## src/logic/mem_test_pkg.sv

```systemverilog
package mem_test_pkg;

  localparam int ADDR_W     = 16;
  localparam int DATA_W     = 32;
  localparam int CSR_ADDR_W = 2;

  typedef logic [ADDR_W-1:0]     addr_t;
  typedef logic [DATA_W-1:0]     data_t;
  typedef logic [CSR_ADDR_W-1:0] csr_addr_t;

  // Host register map
  localparam csr_addr_t CSR_CTRL       = 2'd0;
  localparam csr_addr_t CSR_TEST_PARAM = 2'd1;
  localparam csr_addr_t CSR_SET_ADDR   = 2'd2;

  // Fields of the test parameter word
  localparam int TEST_COUNT_MSB = 31;
  localparam int TEST_COUNT_LSB = 16;
  localparam int TEST_MODE_MSB  = 15;
  localparam int TEST_MODE_LSB  = 14;

  typedef logic [TEST_COUNT_MSB-TEST_COUNT_LSB:0] count_t;

  // Encoding 3 is reserved and rejected by the sequencer
  typedef enum logic [1:0] {
    WRITE_ONLY      = 2'd0,
    READ_ONLY       = 2'd1,
    WRITE_AND_CHECK = 2'd2
  } test_mode_t;

  // Parameter registers as seen by the sequencer
  typedef data_t [CSR_SET_ADDR:CSR_TEST_PARAM] csr_file_t;

endpackage : mem_test_pkg
```

## src/logic/mem_tester_top.sv

```systemverilog
`timescale 1ns/1ps

module mem_tester_top (
  input  logic                    clk_i,
  input  logic                    rst_i,

  input  logic                    wb_cyc_i,
  input  logic                    wb_stb_i,
  input  logic                    wb_we_i,
  input  mem_test_pkg::csr_addr_t wb_adr_i,
  input  mem_test_pkg::data_t     wb_dat_i,
  output mem_test_pkg::data_t     wb_dat_o,
  output logic                    wb_ack_o,

  output logic                    mem_cyc_o,
  output logic                    mem_stb_o,
  output logic                    mem_we_o,
  output mem_test_pkg::addr_t     mem_adr_o,
  output mem_test_pkg::data_t     mem_dat_o,
  input  mem_test_pkg::data_t     mem_dat_i,
  input  logic                    mem_ack_i
);

  import mem_test_pkg::*;

  logic      test_start;
  csr_file_t test_param;
  logic      test_finished;
  logic      test_result;
  logic      trans_valid;
  logic      trans_type;
  addr_t     trans_addr;
  logic      trans_process;
  logic      trans_busy;
  logic      rd_valid;
  addr_t     rd_addr;
  data_t     rd_data;
  logic      cmp_error;
  logic      cmp_busy;

  test_csr test_csr_inst (
    .clk_i           (clk_i),
    .rst_i           (rst_i),
    .wb_cyc_i        (wb_cyc_i),
    .wb_stb_i        (wb_stb_i),
    .wb_we_i         (wb_we_i),
    .wb_adr_i        (wb_adr_i),
    .wb_dat_i        (wb_dat_i),
    .wb_dat_o        (wb_dat_o),
    .wb_ack_o        (wb_ack_o),
    .test_finished_i (test_finished),
    .test_result_i   (test_result),
    .test_start_o    (test_start),
    .test_param_o    (test_param)
  );

  control_block control_block_inst (
    .clk_i           (clk_i),
    .rst_i           (rst_i),
    .test_start_i    (test_start),
    .test_param_i    (test_param),
    .test_finished_o (test_finished),
    .test_result_o   (test_result),
    .cmp_error_i     (cmp_error),
    .cmp_busy_i      (cmp_busy),
    .trans_process_i (trans_process),
    .trans_busy_i    (trans_busy),
    .trans_valid_o   (trans_valid),
    .trans_type_o    (trans_type),
    .trans_addr_o    (trans_addr)
  );

  transmitter_block transmitter_block_inst (
    .clk_i           (clk_i),
    .rst_i           (rst_i),
    .trans_valid_i   (trans_valid),
    .trans_type_i    (trans_type),
    .trans_addr_i    (trans_addr),
    .trans_process_o (trans_process),
    .trans_busy_o    (trans_busy),
    .mem_cyc_o       (mem_cyc_o),
    .mem_stb_o       (mem_stb_o),
    .mem_we_o        (mem_we_o),
    .mem_adr_o       (mem_adr_o),
    .mem_dat_o       (mem_dat_o),
    .mem_dat_i       (mem_dat_i),
    .mem_ack_i       (mem_ack_i),
    .rd_valid_o      (rd_valid),
    .rd_addr_o       (rd_addr),
    .rd_data_o       (rd_data)
  );

  compare_block compare_block_inst (
    .clk_i       (clk_i),
    .rst_i       (rst_i),
    .rd_valid_i  (rd_valid),
    .rd_addr_i   (rd_addr),
    .rd_data_i   (rd_data),
    .cmp_error_o (cmp_error),
    .cmp_busy_o  (cmp_busy)
  );

endmodule : mem_tester_top

```

## src/logic/compare_block.sv

```systemverilog
`timescale 1ns/1ps

module compare_block (
  input  logic                clk_i,
  input  logic                rst_i,

  input  logic                rd_valid_i,
  input  mem_test_pkg::addr_t rd_addr_i,
  input  mem_test_pkg::data_t rd_data_i,

  output logic                cmp_error_o,
  output logic                cmp_busy_o
);

  import mem_test_pkg::*;

  logic  valid_q;
  addr_t rd_addr_q;
  data_t rd_data_q;

  always_ff @(posedge clk_i or posedge rst_i)
  begin
    if (rst_i)
      valid_q <= 1'b0;
    else
      valid_q <= rd_valid_i;
  end

  always_ff @(posedge clk_i)
  begin
    if (rd_valid_i)
    begin
      rd_addr_q <= rd_addr_i;
      rd_data_q <= rd_data_i;
    end
  end

  // Expected word is the zero-extended address
  assign cmp_error_o = valid_q && (rd_data_q != data_t'(rd_addr_q));
  assign cmp_busy_o  = rd_valid_i || valid_q;

endmodule : compare_block

```

## src/logic/transmitter_block.sv

```systemverilog
`timescale 1ns/1ps

module transmitter_block (
  input  logic                clk_i,
  input  logic                rst_i,

  input  logic                trans_valid_i,
  input  logic                trans_type_i,
  input  mem_test_pkg::addr_t trans_addr_i,
  output logic                trans_process_o,
  output logic                trans_busy_o,

  output logic                mem_cyc_o,
  output logic                mem_stb_o,
  output logic                mem_we_o,
  output mem_test_pkg::addr_t mem_adr_o,
  output mem_test_pkg::data_t mem_dat_o,
  input  mem_test_pkg::data_t mem_dat_i,
  input  logic                mem_ack_i,

  output logic                rd_valid_o,
  output mem_test_pkg::addr_t rd_addr_o,
  output mem_test_pkg::data_t rd_data_o
);

  import mem_test_pkg::*;

  logic  cmd_take;
  logic  cycle_q;
  logic  type_q;
  addr_t addr_q;

  assign cmd_take = trans_valid_i && !cycle_q;

  // Bus cycle opens on the edge that takes the command and closes after ack
  always_ff @(posedge clk_i or posedge rst_i)
  begin
    if (rst_i)
      cycle_q <= 1'b0;
    else if (cmd_take)
      cycle_q <= 1'b1;
    else if (mem_ack_i)
      cycle_q <= 1'b0;
  end

  always_ff @(posedge clk_i)
  begin
    if (cmd_take)
    begin
      type_q <= trans_type_i;
      addr_q <= trans_addr_i;
    end
  end

  assign mem_cyc_o = cycle_q;
  assign mem_stb_o = cycle_q;
  assign mem_we_o  = cycle_q && !type_q;
  assign mem_adr_o = addr_q;
  // Address-in-address pattern
  assign mem_dat_o = data_t'(addr_q);

  assign trans_process_o = cycle_q;
  assign trans_busy_o    = cycle_q || trans_valid_i;

  assign rd_valid_o = cycle_q && mem_ack_i && type_q;
  assign rd_addr_o  = addr_q;
  assign rd_data_o  = mem_dat_i;

endmodule : transmitter_block

```

## src/logic/control_block.sv

```systemverilog
`timescale 1ns/1ps

module control_block (
  input  logic                    clk_i,
  input  logic                    rst_i,

  input  logic                    test_start_i,
  input  mem_test_pkg::csr_file_t test_param_i,
  output logic                    test_finished_o,
  output logic                    test_result_o,

  input  logic                    cmp_error_i,
  input  logic                    cmp_busy_i,

  input  logic                    trans_process_i,
  input  logic                    trans_busy_i,
  output logic                    trans_valid_o,
  output logic                    trans_type_o,
  output mem_test_pkg::addr_t     trans_addr_o
);

  import mem_test_pkg::*;

  typedef enum logic [2:0] {
    IDLE_S,
    LOAD_S,
    WRITE_ONLY_S,
    READ_ONLY_S,
    WRITE_WORD_S,
    READ_WORD_S,
    END_TEST_S,
    ERROR_CHECK_S
  } state_t;

  state_t     state;
  state_t     next_state;
  addr_t      next_addr;
  count_t     test_count;
  count_t     cmd_cnt;
  test_mode_t test_mode;
  logic       mode_valid;
  logic       next_addr_en;
  logic       last_cmd;
  logic       trans_valid_q;
  logic       cmd_accepted;
  logic       last_accepted;
  logic       count_state;
  logic       finish_state;
  logic       finish_flag;

  address_block address_block_inst (
    .clk_i          (clk_i),
    .rst_i          (rst_i),
    .test_start_i   (test_start_i),
    .test_param_i   (test_param_i),
    .next_addr_en_i (next_addr_en),
    .next_addr_o    (next_addr)
  );

  assign test_count = test_param_i[CSR_TEST_PARAM][TEST_COUNT_MSB:TEST_COUNT_LSB];
  assign test_mode  = test_mode_t'(test_param_i[CSR_TEST_PARAM][TEST_MODE_MSB:TEST_MODE_LSB]);
  assign mode_valid = (test_mode == WRITE_ONLY) || (test_mode == READ_ONLY) ||
                      (test_mode == WRITE_AND_CHECK);

  ////////////////////////////////////////////////////////////////////////////
  // Sequencer
  ////////////////////////////////////////////////////////////////////////////

  always_ff @(posedge clk_i or posedge rst_i)
  begin
    if (rst_i)
      state <= IDLE_S;
    else if (cmp_error_i)
      state <= ERROR_CHECK_S;
    else
      state <= next_state;
  end

  always_comb
  begin
    next_state = state;
    case (state)
      IDLE_S        : if (test_start_i) next_state = LOAD_S;
      LOAD_S :
      begin
        case (test_mode)
          WRITE_ONLY      : next_state = WRITE_ONLY_S;
          READ_ONLY       : next_state = READ_ONLY_S;
          WRITE_AND_CHECK : next_state = WRITE_WORD_S;
          default         : next_state = IDLE_S;
        endcase
      end
      WRITE_ONLY_S,
      READ_ONLY_S   : if (last_accepted) next_state = END_TEST_S;
      WRITE_WORD_S  : if (cmd_accepted) next_state = READ_WORD_S;
      READ_WORD_S :
      begin
        if (cmd_accepted)
          next_state = last_cmd ? END_TEST_S : WRITE_WORD_S;
      end
      END_TEST_S,
      ERROR_CHECK_S : if (finish_flag) next_state = IDLE_S;
      default       : next_state = IDLE_S;
    endcase
  end

  // Only reads are counted in write-and-check mode
  assign count_state   = (state == WRITE_ONLY_S) || (state == READ_ONLY_S) ||
                         (state == READ_WORD_S);
  assign finish_state  = (state == END_TEST_S) || (state == ERROR_CHECK_S);
  assign finish_flag   = !cmp_busy_i && !trans_busy_i;

  assign cmd_accepted  = trans_valid_o && !trans_process_i;
  assign last_accepted = last_cmd && cmd_accepted;
  assign next_addr_en  = (state == LOAD_S) || (count_state && cmd_accepted);

  ////////////////////////////////////////////////////////////////////////////
  // Command counter
  ////////////////////////////////////////////////////////////////////////////

  // A count of zero is treated as one command
  always_ff @(posedge clk_i or posedge rst_i)
  begin
    if (rst_i)
    begin
      cmd_cnt  <= '0;
      last_cmd <= 1'b0;
    end
    else if (state == LOAD_S)
    begin
      cmd_cnt  <= test_count;
      last_cmd <= (test_count <= count_t'(1));
    end
    else if (cmd_accepted && count_state)
    begin
      cmd_cnt  <= cmd_cnt - 1'b1;
      last_cmd <= (cmd_cnt == count_t'(2));
    end
  end

  ////////////////////////////////////////////////////////////////////////////
  // Command outputs and status
  ////////////////////////////////////////////////////////////////////////////

  always_ff @(posedge clk_i or posedge rst_i)
  begin
    if (rst_i)
      trans_valid_q <= 1'b0;
    else if (cmp_error_i)
      trans_valid_q <= 1'b0;
    else if ((state == LOAD_S) && mode_valid)
      trans_valid_q <= 1'b1;
    else if (count_state && last_accepted)
      trans_valid_q <= 1'b0;
  end

  // A failed compare withdraws the pending command in the same cycle
  assign trans_valid_o = trans_valid_q && !cmp_error_i;

  always_ff @(posedge clk_i)
  begin
    if (state == LOAD_S)
      trans_type_o <= (test_mode == READ_ONLY);
    else if (cmd_accepted && (state == WRITE_WORD_S))
      trans_type_o <= 1'b1;
    else if (cmd_accepted && (state == READ_WORD_S))
      trans_type_o <= 1'b0;
  end

  always_ff @(posedge clk_i)
  begin
    if (next_addr_en)
      trans_addr_o <= next_addr;
  end

  always_ff @(posedge clk_i or posedge rst_i)
  begin
    if (rst_i)
    begin
      test_finished_o <= 1'b0;
      test_result_o   <= 1'b0;
    end
    else if (test_start_i)
    begin
      test_finished_o <= 1'b0;
      test_result_o   <= 1'b0;
    end
    else
    begin
      if (finish_state && finish_flag)
        test_finished_o <= 1'b1;
      if (cmp_error_i)
        test_result_o <= 1'b1;
    end
  end

endmodule : control_block

```

## src/logic/address_block.sv

```systemverilog
`timescale 1ns/1ps

module address_block (
  input  logic                    clk_i,
  input  logic                    rst_i,

  input  logic                    test_start_i,
  input  mem_test_pkg::csr_file_t test_param_i,

  input  logic                    next_addr_en_i,
  output mem_test_pkg::addr_t     next_addr_o
);

  import mem_test_pkg::*;

  addr_t addr_q;
  addr_t start_addr;

  assign start_addr = test_param_i[CSR_SET_ADDR][ADDR_W-1:0];

  // Current word is presented, then the pointer moves on by one word
  always_ff @(posedge clk_i or posedge rst_i)
  begin
    if (rst_i)
      addr_q <= '0;
    else if (test_start_i)
      addr_q <= start_addr;
    else if (next_addr_en_i)
      addr_q <= addr_q + 1'b1;
  end

  assign next_addr_o = addr_q;

endmodule : address_block

```

## src/logic/test_csr.sv

```systemverilog
`timescale 1ns/1ps

module test_csr (
  input  logic                    clk_i,
  input  logic                    rst_i,

  input  logic                    wb_cyc_i,
  input  logic                    wb_stb_i,
  input  logic                    wb_we_i,
  input  mem_test_pkg::csr_addr_t wb_adr_i,
  input  mem_test_pkg::data_t     wb_dat_i,
  output mem_test_pkg::data_t     wb_dat_o,
  output logic                    wb_ack_o,

  input  logic                    test_finished_i,
  input  logic                    test_result_i,
  output logic                    test_start_o,
  output mem_test_pkg::csr_file_t test_param_o
);

  import mem_test_pkg::*;

  logic host_req;
  logic host_wr;

  // A request is taken once; ack blocks it for the following cycle
  assign host_req = wb_cyc_i && wb_stb_i && !wb_ack_o;
  assign host_wr  = host_req && wb_we_i;

  always_ff @(posedge clk_i or posedge rst_i)
  begin
    if (rst_i)
      wb_ack_o <= 1'b0;
    else
      wb_ack_o <= host_req;
  end

  always_ff @(posedge clk_i or posedge rst_i)
  begin
    if (rst_i)
      test_start_o <= 1'b0;
    else
      test_start_o <= host_wr && (wb_adr_i == CSR_CTRL) && wb_dat_i[0];
  end

  always_ff @(posedge clk_i or posedge rst_i)
  begin
    if (rst_i)
      test_param_o <= '0;
    else if (host_wr)
    begin
      case (wb_adr_i)
        CSR_TEST_PARAM : test_param_o[CSR_TEST_PARAM] <= wb_dat_i;
        CSR_SET_ADDR   : test_param_o[CSR_SET_ADDR]   <= wb_dat_i;
        default        : ;
      endcase
    end
  end

  // Read data is captured together with the ack
  always_ff @(posedge clk_i)
  begin
    if (host_req)
    begin
      case (wb_adr_i)
        CSR_CTRL       : wb_dat_o <= {{(DATA_W-2){1'b0}}, test_result_i, test_finished_i};
        CSR_TEST_PARAM : wb_dat_o <= test_param_o[CSR_TEST_PARAM];
        CSR_SET_ADDR   : wb_dat_o <= test_param_o[CSR_SET_ADDR];
        default        : wb_dat_o <= '0;
      endcase
    end
  end

endmodule : test_csr

```

## config.mk

```make
export PLATFORM = sky130hd
export DESIGN_NAME = mem_tester_top
export DESIGN_NICKNAME = d
export VERILOG_FILES = /design/src/logic/mem_test_pkg.sv /design/src/logic/mem_tester_top.sv /design/src/logic/compare_block.sv /design/src/logic/transmitter_block.sv /design/src/logic/control_block.sv /design/src/logic/address_block.sv /design/src/logic/test_csr.sv
export SDC_FILE = /design/constraint.sdc
export NUM_CORES = 1
export LEC_CHECK = 0
export BUFFER_PORTS_ARGS = -buffer_cell sky130_fd_sc_hd__buf_2
export CORE_ASPECT_RATIO = 0.8
export CORE_MARGIN = 2
export CORE_UTILIZATION = 51
export CTS_CLUSTER_SIZE = 16
export DETAILED_ROUTE_END_ITERATION = 10
export PLACE_DENSITY = 0.73
export SYNTH_ARGS = -nofsm -noshare
export SYNTH_HDL_FRONTEND = slang
export SYNTH_SLANG_ARGS = --single-unit
```

## constraint.sdc

```tcl
create_clock -name clk_i -period 3.1 [get_ports clk_i]
set_clock_uncertainty 0.05 [all_clocks]
set_input_delay 0.155 -clock clk_i [delete_from_list [all_inputs] [get_ports clk_i]]
set_output_delay 0.155 -clock clk_i [all_outputs]
set_load 0.01 [all_outputs]
```

-- Word level (Yosys, flattened, before mapping)
Index checks and enable logic that the tools add are counted.
- add/subtract/negate cells: 2
- order comparisons: 1
- equal/unequal tests: 18
- muxes and demuxes: 28
- reductions and logical operators: 48
- operators with widths (operator ; count):
    32-bit one-hot mux with 3 select lines ; 1
    16-bit two-way mux ; 4
    32-bit by 16-bit inequality test with 1-bit output ; 1
    1-bit logical AND ; 19
    3-bit two-way mux ; 6
    3-bit one-hot mux with 6 select lines ; 1
    16-bit by 1-bit adder with 16-bit output, second input constant ; 1
    16-bit by 2-bit == test with 1-bit output, second input constant ; 1
    16-bit by 1-bit less-or-equal comparator with 1-bit output, second input constant ; 1
    16-bit by 1-bit subtractor with 16-bit output, second input constant ; 1
    1-bit two-way mux ; 14
    3-bit == test, second input constant ; 4
    3-bit by 1-bit inequality test with 1-bit output, second input constant ; 4
    2-bit nonzero test ; 5
    3-bit one-hot mux with 3 select lines ; 1
    1-bit logical OR ; 8
    3-bit by 2-bit == test with 1-bit output, second input constant ; 2
    1-bit zero test ; 6
    3-bit nonzero test ; 2
    5-bit AND reduction ; 1
    2-bit by 1-bit == test with 1-bit output, second input constant ; 2
    2-bit == test, second input constant ; 2
    2-bit zero test ; 2
    2-bit AND reduction ; 2
    other kinds (5) ; 6
- register bits after elaboration: 221
- bits of input ports: 72
- logic and storage cells: 117

-- Logic depth before layout (Yosys ltp)
- depth in word-level cells: 10
- gate-level depth with buffers: 9

-- Hierarchy
A second synthesis with hierarchy kept.
- cells, all modules: 688
- area, all modules: 9746.8 µm²
- by module, submodules not included (module ; times used ; cells an instance ; area an instance (µm²) ; seq. area each (µm²)):
    test_csr ; 1 ; 222 ; 3962.6 ; 2612.5
    control_block ; 1 ; 179 ; 1983.2 ; 1086.0
    compare_block ; 1 ; 78 ; 1686.6 ; 1466.4
    transmitter_block ; 1 ; 108 ; 1197.4 ; 535.5
    address_block ; 1 ; 101 ; 917.1 ; 400.4

-- Worst setup path after synthesis
Ideal clock, no wire load.
- kind: reg-to-reg
- start: register test_csr_inst.wb_ack_o
- end: register test_csr_inst.test_param_o[10] (netlist name)
- library setup time: 0.125 ns
- arrival: 3.122 ns
- data required time: 2.925 ns
- slack: -0.197 ns
- stages on the path, launching flop included: 6
- buffers on the path: 2
- period minus slack after synthesis: 3.297 ns
- cell sequence: dfrtp_1 -> nor2_1 -> and3_1 -> clkbuf_1 -> clkbuf_1 -> mux2_2
- cells in the longest elaborated chain, start to end: 4
- ends and longest elaborated chain (element ; line ; source):
    start, declared ; test_csr.sv:13 ; output logic wb_ack_o,
    start signal, assigned ; test_csr.sv:35 ; wb_ack_o <= host_req;
    1-bit zero test ; test_csr.sv:27 ; assign host_req = wb_cyc_i && wb_stb_i && !wb_ack_o;
    1-bit logical AND ; test_csr.sv:27 ;
    via test_csr_inst.host_req ; test_csr.sv:23 ; logic host_req;
    1-bit logical AND ; test_csr.sv:28 ; assign host_wr = host_req && wb_we_i;
    2-bit AND reduction (no source line) ; - ;
    end signal, assigned by index ; test_csr.sv:53 ; CSR_TEST_PARAM : test_param_o[CSR_TEST_PARAM] <= wb_dat_i;
    end signal, assigned by index ; test_csr.sv:54 ; CSR_SET_ADDR : test_param_o[CSR_SET_ADDR] <= wb_dat_i;
    end, declared ; test_csr.sv:18 ; output mem_test_pkg::csr_file_t test_param_o
The timed path passes the listed nets, and every way through them passes these cells.
A chain may end at the register's enable or synchronous reset.

-- Worst setup path after layout
- start: register control_block_inst.state[1]
- end: register control_block_inst.cmd_cnt[14]
- cells in the longest elaborated chain, start to end: 5
- ends and longest elaborated chain (element ; line ; source):
    start, declared ; control_block.sv:35 ; state_t state;
    start signal, assigned ; control_block.sv:76 ; state <= next_state;
    3-bit by 2-bit == test with 1-bit output ; control_block.sv:108 ; assign count_state = (state == WRITE_ONLY_S) || (state == READ_ONLY_S) ||
    1-bit logical OR (2 in a row) ; control_block.sv:108 ;
    1-bit logical AND ; control_block.sv:134 ; else if (cmd_accepted && count_state)
    2-bit nonzero test (no source line) ; - ;
    end signal, assigned ; control_block.sv:131 ; cmd_cnt <= test_count;
    end signal, assigned ; control_block.sv:136 ; cmd_cnt <= cmd_cnt - 1'b1;
    end, declared ; control_block.sv:39 ; count_t cmd_cnt;
Parallel ways exist; a longest one is shown, timed or not.

==> metrics <==
status=finished clean; cell depth of the worst hold path=3; maximum vdd drop=0.3547 mV; Final ANT Viol Nets=0; Gate power share=20.6%; Top FF cell, synth=edfxtp_1; largest net degree at the start of global routing=82; Seq/Total Area, Yosys=between 60% and 70%; Arrival @ worst endpoint=2970 ps; synth warn=0; Slew headroom=28.96%; Final Hold Vio Count=0; Buf+Inv Stages, Crit Path=0; Seq pwr share=48.8%; reg-to-reg critical path endpoint=control_block_inst.cmd_cnt[14]; Slew Limit Fails=0; Vias=6368; Worst-Skew Late Latency=roughly 500 ps; r2r setup slk=460 ps; wirelength, routed=roughly 20000 um; CTS H-tree depth=1; Final Instance Count excl. Fillers=1126; crit end category=flip-flop; CP Class=flip-flop to flip-flop; # hold bufs at CTS=68; IO Port Bufs=around 140; Sw Ratio=29.59%; clock buffer depth=3; maximum fanout along the worst path=16; area delta synth->final=23.89%; Slowest-stage cell, CP=a32oi_1; post-synthesis cell area=9358 um2; I/O pin cnt=156; final net count=between 900 and 1000; die width=about 160 um; worst r2r path cells=6; Placeable Area=18060 um2; detail-routed via count per cell=5.655; HPWL after DPL=13480 um; critical path's largest stage delay=760 ps; RD Place Congestion=0.8344; Final TNS setup=0 ps; internal power=6500 uW; CP Cell Sequence=and3b_1 > o21ai_2 > nor4_1 > a32oi_1 > nor3_1 > or3_1; gate count after technology mapping=between 600 and 700; Initial Utilization=51.82%; die area=19450 um2; share of layout cells above drive strength 1=30.25%; CP top delay family=compound AO/OA/AOI/OAI gates; GRT Resource Usage Total=21.00%; final setup vio count=0; Die Y=about 130 um; Pwr Total=9232 uW; Hold Worst Slack=between 30 and 40 ps; Pwr Density=approximately 800 nW/um2; DRC violations left=0; number of synthesized flops with an enable pin=114; CTS sink cnt=221; mean post-synth cell area=about 14 um2; max cap viols=0; postcts setup bufs=0; HP Start=wb_adr_i[0]; synth top area cells=edfxtp_1 (37%), dfrtp_1 (29%), mux2_2 (7.7%); fill cell count=about 1300; LEAKAGE=~0.0047 uW; Data required, critical path=3430 ps; most common cell after layout, fill and taps aside=buf_2; Design Area, Final=11590 um2; Placement Cell Area=10130 um2; clock tree from TritonCTS=built; cell accounting for the most synthesized area=edfxtp_1; Rows=44; Final min period=around 2600 ps; f_max=~380 MHz; unrepaired setup endpoints after global routing=no; asr flop ratio synth=about half; clock slew at reported path FFs=60 ps; worst-margin pin slew=1066 ps; startpoint types=flip-flop; worst reg2reg startpoint=control_block_inst.state[1]; Detailed Route Iter0 Violations=421; CTS buffer count=22; routed len/inst=18.28 um; Cells after DPL=just over 1000; count of unique library cells instantiated by Yosys=67; ANT cells=0; drt pass-1 iters=5; Clk pwr share=30.6%; Final period util=85.29%; Synth Register Bits=221; NetSw=2732 uW; top cell type's share of synthesized area=36.58%; commonest non-fill, non-tap cells in the layout=buf_2 (139), edfxtp_1 (114), dfrtp_1 (107), dlygate4sd3_1 (68), mux2_2 (64); Root Buffer=clkbuf_16; total grt overflow=0; first-pass GRT wire length=roughly 33000 um; number of global-route vias before repair=6382; HP Class=input pin to flip-flop; hold path endpoint=test_csr_inst.test_start_o; Post-CTS Resized=0; initial antenna violation count=0
metrics by stage:
stage,worst slack (ps),utilization (%)
3_3_place_gp,610.9,56.12
4_1_cts,496.8,64.20
3_5_place_dp,481.2,56.12
6_report,455.9,64.20
2_1_floorplan,77.76,-
5_1_grt,265.8,64.20
layout make-up:
class / instances / area, um2 / share of cell area [%]
Clock inverter: 10 / 136.4 / 1.176
Inverter: 13 / 51.30 / 0.4425
Sequential cell: 221 / 6101 / 52.62
Tap cell: 230 / 287.8 / 2.482
Multi-Input combinational cell: 401 / 2893 / 24.95
Timing Repair Buffer: 221 / 1481 / 12.78
Clock buffer: 30 / 643.1 / 5.547
per-layer routing:
metal	track usage [%]	vias to the layer above	routed length, um
met5	0	-	0
met4	6.260	0	515
met3	3.986	43	1142
met2	36.60	216	10290
met1	26.87	3189	8635
li1	-	2920	-
synth_stat cells, types with 8 or more instances:
| cell | instances |
|---|---|
| a21oi_1 | 13 |
| a22o_1 | 31 |
| a22oi_1 | 9 |
| a31oi_1 | 12 |
| buf_4 | 35 |
| clkbuf_1 | 21 |
| dfrtp_1 | 107 |
| edfxtp_1 | 114 |
| inv_1 | 13 |
| mux2_2 | 64 |
| nand2_1 | 41 |
| nand4_1 | 8 |
| nor2_1 | 34 |
| nor2b_1 | 15 |
| nor3_1 | 10 |
| nor4_1 | 11 |
| o21ai_0 | 18 |
| xnor2_1 | 16 |
worst min-delay path, delay by kind of cell:
family | cells | cell delay (ps)
and+or+nand+nor | 2 | 250
buffers and inverters | 1 | 140
flip-flops by register name, indices dropped and copies added, names as in the netlist, 3 cells and up:
signal	count
test_csr_inst.test_param_o	64
compare_block_inst.rd_data_q	32
test_csr_inst.wb_dat_o	32
compare_block_inst.rd_addr_q	16
control_block_inst.address_block_inst.next_addr_o	16
control_block_inst.cmd_cnt	16
control_block_inst.trans_addr_o	16
transmitter_block_inst.mem_adr_o	16
control_block_inst.state	3
cell families (layout without fill, tap and decap cells):
logic type	Yosys count	after routing	synth area share [%]
AND/OR/NAND/NOR	169	169	9.774
adder cells (fa/ha/maj)	3	3	0.4012
flip-flops	221	221	65.20
other	1	16	0.04007
multiplexers	72	72	8.571
AO/OA/AOI/OAI	123	123	9.694
XOR/XNOR	18	18	1.685
buffers and inverters	76	274	4.640
power by group through the flow:
stage	combinational, uW	clock [uW]	sequential, uW
after floorplan	1430	0	4370
after global placement	1750	0	4510
after detailed placement	1830	0	4550
after CTS	1900	2870	4500
after global routing	2120	3000	4590
final	1900	2830	4500
worst max path at each step:
| stage | from | slack [ps] | endpoint | cells past startpoint |
|---|---|---|---|---|
| 3_3_place_gp | compare_block_inst.rd_data_q[18] | 610 | control_block_inst.cmd_cnt[8] | 6 |
| 6_report | control_block_inst.state[1] | 460 | control_block_inst.cmd_cnt[14] | 6 |
| 3_5_place_dp | control_block_inst.state[1] | 480 | control_block_inst.cmd_cnt[14] | 6 |
| 5_1_grt | control_block_inst.state[1] | 270 | control_block_inst.cmd_cnt[14] | 6 |
| 4_1_cts | control_block_inst.state[1] | 500 | control_block_inst.cmd_cnt[14] | 6 |
| 2_1_floorplan | rst_i | 80 | compare_block_inst.valid_q | 1 |
Power figures use the tool's default switching activity.
